==> src/hdl/micro_op_pkg.sv <==
// Micro-operation definitions
// Operation codes seen by the decoder and ALU, and the ALU output bundle
`default_nettype none

package micro_op_pkg;

    // Encodings are fixed, the stimulus file uses them directly
    typedef enum logic [3:0] {
        UOP_NOP     = 4'h0,
        UOP_ADC     = 4'h1,
        UOP_SBC     = 4'h2,
        UOP_AND     = 4'h3,
        UOP_ORA     = 4'h4,
        UOP_EOR     = 4'h5,
        UOP_ASL     = 4'h6,
        UOP_LSR     = 4'h7,
        UOP_LDA     = 4'h8,
        UOP_PLP     = 4'h9,
        UOP_CLC     = 4'hA,
        UOP_SEC     = 4'hB,
        UOP_CLI     = 4'hC,
        UOP_SEI     = 4'hD,
        UOP_CLD_SED = 4'hE,   // New D taken from operand a bit 3
        UOP_CLV     = 4'hF
    } uop_e;

    typedef enum logic [2:0] {
        ALU_ADD  = 3'd0,
        ALU_SUB  = 3'd1,
        ALU_AND  = 3'd2,
        ALU_OR   = 3'd3,
        ALU_XOR  = 3'd4,
        ALU_SHL  = 3'd5,
        ALU_SHR  = 3'd6,
        ALU_PASS = 3'd7
    } alu_op_e;

    // Result doubles as the data bus of the status register
    typedef struct packed {
        logic [7:0] result;
        logic       acr;      // Carry out
        logic       avr;      // Signed overflow
    } alu_result_t;

endpackage

`default_nettype wire

==> src/hdl/status_flags_pkg.sv <==
// Status flag definitions
// Bit positions in P and the per-flag load strobes of the status register
`default_nettype none

package status_flags_pkg;

    // Flag positions in P, bit 5 is unused
    localparam int FLAG_C = 0;    // Carry
    localparam int FLAG_Z = 1;    // Zero
    localparam int FLAG_I = 2;    // Interrupt disable
    localparam int FLAG_D = 3;    // Decimal mode
    localparam int FLAG_B = 4;    // Break command
    localparam int FLAG_V = 6;    // Overflow
    localparam int FLAG_N = 7;    // Negative

    localparam logic [7:0] P_RESET = 8'h00;

    // Load strobes, grouped by the flag they write
    typedef struct packed {
        logic ir5;      // Value written by the ir5 loads
        logic db0_c;
        logic ir5_c;
        logic acr_c;
        logic db1_z;
        logic dbz_z;
        logic db2_i;
        logic ir5_i;
        logic db3_d;
        logic ir5_d;
        logic db4_b;
        logic db6_v;
        logic avr_v;
        logic db7_n;
    } flag_ctrl_t;

endpackage

`default_nettype wire
==> src/hdl/status_unit_top.sv <==
// Flag subsystem top level
// Decoder and ALU side by side feeding the processor status register
`timescale 1ns/100ps
`default_nettype none

module status_unit_top
    import micro_op_pkg::*, status_flags_pkg::*;
(
    input  wire logic       i_clk,
    input  wire logic       i_reset_n,
    input  wire uop_e       i_uop,
    input  wire logic [7:0] i_a,
    input  wire logic [7:0] i_b,
    output logic [7:0]      o_result,
    output logic [7:0]      o_p
);

    alu_op_e     alu_op;
    flag_ctrl_t  ctrl;
    alu_result_t alu_res;

    flag_control_decoder u_decoder (
        .i_uop    (i_uop),
        .o_alu_op (alu_op),
        .o_ctrl   (ctrl)
    );

    // Carry in is the flag as it stands before the edge
    alu_unit u_alu (
        .i_a     (i_a),
        .i_b     (i_b),
        .i_carry (o_p[FLAG_C]),
        .i_op    (alu_op),
        .o_res   (alu_res)
    );

    processor_status u_status (
        .i_clk     (i_clk),
        .i_reset_n (i_reset_n),
        .i_ctrl    (ctrl),
        .i_alu     (alu_res),
        .o_p       (o_p)
    );

    assign o_result = alu_res.result;

endmodule

`default_nettype wire

==> src/hdl/processor_status.sv <==
// Processor status register (P)
// Holds C, Z, I, D, B, V and N with prioritised per-flag load sources
`timescale 1ns/100ps
`default_nettype none

module processor_status
    import status_flags_pkg::*, micro_op_pkg::*;
(
    input  wire logic        i_clk,
    input  wire logic        i_reset_n,
    input  wire flag_ctrl_t  i_ctrl,
    input  wire alu_result_t i_alu,
    output logic [7:0]       o_p
);

    logic [7:0] db;
    logic       dbz;
    logic       c_q;
    logic       z_q;
    logic       i_q;
    logic       d_q;
    logic       b_q;
    logic       v_q;
    logic       n_q;

    assign db  = i_alu.result;        // Internal data bus
    assign dbz = ~(|db);

    // Carry
    always_ff @(posedge i_clk)
    begin
        if (!i_reset_n)
            c_q <= P_RESET[FLAG_C];
        else if (i_ctrl.acr_c)
            c_q <= i_alu.acr;
        else if (i_ctrl.ir5_c)
            c_q <= i_ctrl.ir5;
        else if (i_ctrl.db0_c)
            c_q <= db[FLAG_C];
    end

    // Zero, computed result wins over a bus load
    always_ff @(posedge i_clk)
    begin
        if (!i_reset_n)
            z_q <= P_RESET[FLAG_Z];
        else if (i_ctrl.dbz_z)
            z_q <= dbz;
        else if (i_ctrl.db1_z)
            z_q <= db[FLAG_Z];
    end

    always_ff @(posedge i_clk)
    begin
        if (!i_reset_n)
            i_q <= P_RESET[FLAG_I];
        else if (i_ctrl.ir5_i)
            i_q <= i_ctrl.ir5;
        else if (i_ctrl.db2_i)
            i_q <= db[FLAG_I];
    end

    always_ff @(posedge i_clk)
    begin
        if (!i_reset_n)
            d_q <= P_RESET[FLAG_D];
        else if (i_ctrl.ir5_d)
            d_q <= i_ctrl.ir5;
        else if (i_ctrl.db3_d)
            d_q <= db[FLAG_D];
    end

    // Break only ever comes from the bus
    always_ff @(posedge i_clk)
    begin
        if (!i_reset_n)
            b_q <= P_RESET[FLAG_B];
        else if (i_ctrl.db4_b)
            b_q <= db[FLAG_B];
    end

    always_ff @(posedge i_clk)
    begin
        if (!i_reset_n)
            v_q <= P_RESET[FLAG_V];
        else if (i_ctrl.avr_v)
            v_q <= i_alu.avr;         // Overrides bus bit 6
        else if (i_ctrl.db6_v)
            v_q <= db[FLAG_V];
    end

    always_ff @(posedge i_clk)
    begin
        if (!i_reset_n)
            n_q <= P_RESET[FLAG_N];
        else if (i_ctrl.db7_n)
            n_q <= db[FLAG_N];
    end

    always_comb
    begin
        o_p         = '0;             // Bit 5 stays zero
        o_p[FLAG_C] = c_q;
        o_p[FLAG_Z] = z_q;
        o_p[FLAG_I] = i_q;
        o_p[FLAG_D] = d_q;
        o_p[FLAG_B] = b_q;
        o_p[FLAG_V] = v_q;
        o_p[FLAG_N] = n_q;
    end

endmodule

`default_nettype wire

==> src/hdl/flag_control_decoder.sv <==
// Flag control decoder
// Maps a micro-operation to its ALU operation and status register load strobes
`timescale 1ns/100ps
`default_nettype none

module flag_control_decoder
    import micro_op_pkg::*, status_flags_pkg::*;
(
    input  wire uop_e   i_uop,
    output alu_op_e     o_alu_op,
    output flag_ctrl_t  o_ctrl
);

    always_comb
    begin
        o_alu_op = ALU_PASS;
        o_ctrl   = '0;                        // NOP leaves P alone
        case (i_uop)
            UOP_ADC, UOP_SBC:
            begin
                o_alu_op     = (i_uop == UOP_ADC) ? ALU_ADD : ALU_SUB;
                o_ctrl.acr_c = 1'b1;
                o_ctrl.avr_v = 1'b1;
                o_ctrl.dbz_z = 1'b1;
                o_ctrl.db7_n = 1'b1;
            end
            UOP_AND, UOP_ORA, UOP_EOR, UOP_LDA:
            begin
                case (i_uop)
                    UOP_AND: o_alu_op = ALU_AND;
                    UOP_ORA: o_alu_op = ALU_OR;
                    UOP_EOR: o_alu_op = ALU_XOR;
                    default: o_alu_op = ALU_PASS;   // LDA
                endcase
                o_ctrl.dbz_z = 1'b1;
                o_ctrl.db7_n = 1'b1;
            end
            UOP_ASL, UOP_LSR:
            begin
                o_alu_op     = (i_uop == UOP_ASL) ? ALU_SHL : ALU_SHR;
                o_ctrl.acr_c = 1'b1;
                o_ctrl.dbz_z = 1'b1;
                o_ctrl.db7_n = 1'b1;
            end
            UOP_PLP:
            begin
                // Bus carries operand a, every flag loads from it
                o_ctrl.db0_c = 1'b1;
                o_ctrl.db1_z = 1'b1;
                o_ctrl.db2_i = 1'b1;
                o_ctrl.db3_d = 1'b1;
                o_ctrl.db4_b = 1'b1;
                o_ctrl.db6_v = 1'b1;
                o_ctrl.db7_n = 1'b1;
            end
            UOP_CLC, UOP_SEC:
            begin
                o_ctrl.ir5   = (i_uop == UOP_SEC);
                o_ctrl.ir5_c = 1'b1;
            end
            UOP_CLI, UOP_SEI:
            begin
                o_ctrl.ir5   = (i_uop == UOP_SEI);
                o_ctrl.ir5_i = 1'b1;
            end
            UOP_CLD_SED:
            begin
                o_ctrl.db3_d = 1'b1;              // D from bus bit 3
            end
            UOP_CLV:
            begin
                o_ctrl.avr_v = 1'b1;              // ALU gives avr = 0 on PASS
            end
            default:
            begin
                o_alu_op = ALU_PASS;
                o_ctrl   = '0;
            end
        endcase
    end

endmodule

`default_nettype wire

==> src/hdl/alu_unit.sv <==
// 8-bit ALU
// Add, subtract, logic, shifts and pass-through, with carry and overflow out
`timescale 1ns/100ps
`default_nettype none

module alu_unit
    import micro_op_pkg::*;
(
    input  wire logic [7:0]  i_a,
    input  wire logic [7:0]  i_b,
    input  wire logic        i_carry,
    input  wire alu_op_e     i_op,
    output alu_result_t      o_res
);

    logic [7:0] addend;
    logic [8:0] sum;

    // SBC is a + ~b + c, same adder as ADC
    assign addend = (i_op == ALU_SUB) ? ~i_b : i_b;
    assign sum    = {1'b0, i_a} + {1'b0, addend} + {8'd0, i_carry};

    always_comb
    begin
        o_res = '0;
        case (i_op)
            ALU_ADD, ALU_SUB:
            begin
                o_res.result = sum[7:0];
                o_res.acr    = sum[8];
                // Same-sign inputs giving a result of the other sign
                o_res.avr    = (i_a[7] == addend[7]) && (sum[7] != i_a[7]);
            end
            ALU_AND:
            begin
                o_res.result = i_a & i_b;
            end
            ALU_OR:
            begin
                o_res.result = i_a | i_b;
            end
            ALU_XOR:
            begin
                o_res.result = i_a ^ i_b;
            end
            ALU_SHL:
            begin
                o_res.result = {i_a[6:0], 1'b0};
                o_res.acr    = i_a[7];        // Bit shifted out
            end
            ALU_SHR:
            begin
                o_res.result = {1'b0, i_a[7:1]};
                o_res.acr    = i_a[0];
            end
            ALU_PASS:
            begin
                o_res.result = i_a;           // Also clears V for CLV
            end
            default:
            begin
                o_res = '0;
            end
        endcase
    end

endmodule

`default_nettype wire

==> config.mk <==
export PLATFORM = sky130hd
export DESIGN_NAME = status_unit_top
export DESIGN_NICKNAME = d
export VERILOG_FILES = /design/src/hdl/micro_op_pkg.sv /design/src/hdl/status_flags_pkg.sv /design/src/hdl/status_unit_top.sv /design/src/hdl/processor_status.sv /design/src/hdl/flag_control_decoder.sv /design/src/hdl/alu_unit.sv
export SDC_FILE = /design/constraint.sdc
export NUM_CORES = 1
export LEC_CHECK = 0
export BUFFER_PORTS_ARGS = -buffer_cell sky130_fd_sc_hd__buf_2
export CORE_MARGIN = 4
export CORE_UTILIZATION = 43
export CTS_BUF_LIST = sky130_fd_sc_hd__clkbuf_2
export DETAILED_ROUTE_END_ITERATION = 6
export PLACE_DENSITY = 0.66
export SYNTH_ARGS = -nofsm -noshare
export SYNTH_HDL_FRONTEND = slang
export SYNTH_SLANG_ARGS = --single-unit
==> constraint.sdc <==
create_clock -name i_clk -period 5.5 [get_ports i_clk]
set_input_delay 0.275 -clock i_clk [delete_from_list [all_inputs] [get_ports i_clk]]
set_output_delay 0.275 -clock i_clk [all_outputs]
set_load 0.01 [all_outputs]
==> results.ini <==
[cells_and_area]
antennaDiodeCount = 0
area.growth.synth_to_final_pct = 7.50
layout_commonest_cell = buf_2
most-common-layout-cells = buf_2, inv_1, ha_1, a21oi_1, nor2_1
drive_gt1_share_pct = 19.2
final_area_um2 = 1970
nets = 315

[setup_path]
required_ns = 5.22
rr_endpoint = u_status.z_q$_SDFFE_PN0P_
worst_r2r_path_depth = 10
rrSetupSlack_ns = 2.92
crit_path_end_kind = primary output
setup.worst_path.start_class = primary input
path_class = primary input to primary output
worstPathMaxFanout = 32
r2r_start = u_status.c_q$_SDFFE_PN0P_
critPathArrivalTime_ns = 3.57

[run_status]
status = completed

[timing]
final-hold-violation-count = 0
setup_viol = 0
fin_skew_ns = 0.0116
clock.fmax_mhz = 260
fin_tns_setup_ns = 0
fin_crit_sh_pct = 69.9
layout_min_cycle_time_ns = 3.84
rsz0062_at_grt = false
worst_hold_slack_ns = 0.331
worstMarginPinSlew_ns = 0.666
slew_viol_final = 0
slew_headroom_pct = 54.5

[yosys]
syn_area_um2 = 1830
ys_warn_count = 0
synthDistinctLibCells = 61
synth.ff_latch_count = 7
synth.avg_cell_area_um2 = 7.46
synth-edff-count = 0
synthesis.nets = 294
seq_area_frac_synth_pct = 7.64
syn_inst = 246
ys.flop_type = dfxtp_1
synthArstFlopShare_pct = 0

[floorplanning]
die_w_um = 73.3
start_util_pct = 45.2
dieArea_um2 = 5370
core_um2 = 4060
rows = 23
dieHeight_um = 73.3
num_io_pins = 38

[clocking]
cts_hold_buf = 0
postCtsSetupBuffers = 0
clock_sinks = 7
clk_path_buf_depth = 2
clk_pin_slew_ns = 0.08
htree_levels = 1
cts_root_buf = clkbuf_2
clk_latency_ns = 0.24
cts_tree = done
ctsResizeCount = 0
cts_made_buffers = 3

[global_route]
antenna_found_initial = 0
first_global_vias = 1647
grtUsageMet1_pct = 27.6
grtUsageTotal_pct = 19.2
grt_util_met2_pct = 30.4
grt_max_degree = 34
use_met3_pct = 3.42
grt.overflow.total = 0
busiest_layer = met2
grt_pass1_wl_um = 8110

[power_and_ir_drop]
p_seq_share_pct = 21.4
clkPwrFrac_pct = 15.6
powerDensity_nw_per_um2 = 130
ir_worst_vdd_mv = 0.0730
power_leakage_nw = 0.938
swShare_pct = 45.7
p_total_mw = 0.257
comb_power_share_pct = 63.1
p_sw_mw = 0.118
internal_power_mw = 0.140

[route]
wl_per_cell_um = 15.7
wirelength_um = 4970
via_per_inst = 5.75
vias = 1816
firstDrtPassIters = 4
drtAntennaViolNets = 0
drcViolationCount = 0
drt-initial-drc-count = 158

[hold_path]
whs_path_depth = 2
min_path_type = primary input to flip-flop
hold_end = u_status.c_q$_SDFFE_PN0P_
min_from = i_reset_n

[placement]
dpl.hpwl_um = 3850
place_area_um2 = 1950
gp_congestion = 1.02
io_buffers = 36

[flow_run]
drv_cap = 0

==> state kept, by name, indices dropped and copies added, names as in the netlist <==
signal and cells:
u_status.d_q 1, u_status.b_q 1, u_status.v_q 1, u_status.n_q 1, u_status.z_q 1, u_status.c_q 1
u_status.i_q 1
==> layer usage <==
metal / wire length (µm) / up-vias
met1: 2330 / 844
met5: 0 / -
met2: 2290 / 58
met4: 31 / 0
li1: - / 910
met3: 310 / 4
==> stage by stage <==
step	utilization (%)	setup slack (ns)	std cells
finish	48.6	1.66	316
global route	48.6	1.40	316
CTS	48.6	1.68	316
detailed placement	48.1	1.58	312
global placement	48.1	1.68	312
floorplan	-	1.88	246
==> critical path, cell delays in order <==
cell	delay, ns
buf_2	0.43
inv_1	0.17
nor4_4	0.65
xnor2_1	0.22
fa_1	0.21
inv_1	0.06
fa_1	0.39
a211oi_1	0.30
o21bai_1	0.13
a21oi_1	0.22
xnor2_1	0.09
a21oi_1	0.24
buf_2	0.18
==> cell usage after synthesis, drive strengths merged (2+ instances only) <==
master	count	area share, %
xor2	2	0.96
nand3	6	1.6
ha	24	16
a2bb2oi	2	0.96
o21ba	2	1.1
o41ai	2	1.4
a22oi	3	1.2
and2	4	1.4
dfxtp	7	7.6
a21oi	16	4.4
a211oi	4	1.6
fa	2	2.2
nand2	14	2.9
a32oi	4	1.9
or2	2	0.68
a311oi	2	0.96
nor3	9	2.7
nand3b	3	1.2
a31oi	2	0.68
o21bai	4	1.6
nor2	16	3.3
mux2i	2	1.1
or3	4	1.6
and3	4	1.4
o211a	2	1.1
o31ai	2	0.82
buf	17	6.2
a21o	2	0.82
xnor2	12	5.7
nor3b	5	2.0
clkbuf	3	0.61
nor2b	8	2.7
inv	24	4.9
o21ai	10	2.7
nand2b	2	0.68
==> power by group through the flow <==
stage / Sequential (mW) / Combinational [mW] / Clock (mW)
after CTS: 0.0549 / 0.162 / 0.0407
after detailed placement: 0.0561 / 0.161 / 0
after floorplan: 0.0558 / 0.119 / 0
after global routing: 0.0552 / 0.181 / 0.0457
final: 0.0549 / 0.162 / 0.0400
after global placement: 0.0560 / 0.161 / 0
==> cell families (layout without fill, tap and decap cells) <==
| group | count (synthesis) | count (layout) | share of synthesized area, % |
|---|---|---|---|
| fa+ha+maj | 26 | 26 | 18.6 |
| other cells | 1 | 1 | 0.204 |
| mux | 4 | 4 | 3.14 |
| buf+inv | 44 | 64 | 11.7 |
| flops | 7 | 7 | 7.64 |
| simple gates | 82 | 82 | 25.2 |
| xor+xnor | 14 | 14 | 6.68 |
| compound gates | 68 | 68 | 26.8 |
==> how the worst max path moves through the flow <==
stage,start,endpoint,slack (ns),cells after the start
after floorplan,i_uop[1],u_status.z_q$_SDFFE_PN0P_,1.88,14
after global placement,i_uop[1],u_status.z_q$_SDFFE_PN0P_,1.68,13
after detailed placement,i_uop[1],u_status.z_q$_SDFFE_PN0P_,1.58,13
after CTS,i_uop[1],o_result[6],1.68,13
after global routing,i_uop[1],o_result[6],1.40,13
final,i_uop[1],o_result[6],1.66,13
==> cell type report <==
type	count	area, µm²
fill	409	2090
inverter	24	90.1
timing repair buffer	36	180
multi-input combinational	195	1480
tap	50	62.6
clock buffer	4	20.0
sequential	7	140
No activity file was read; power rests on OpenSTA's default activity.
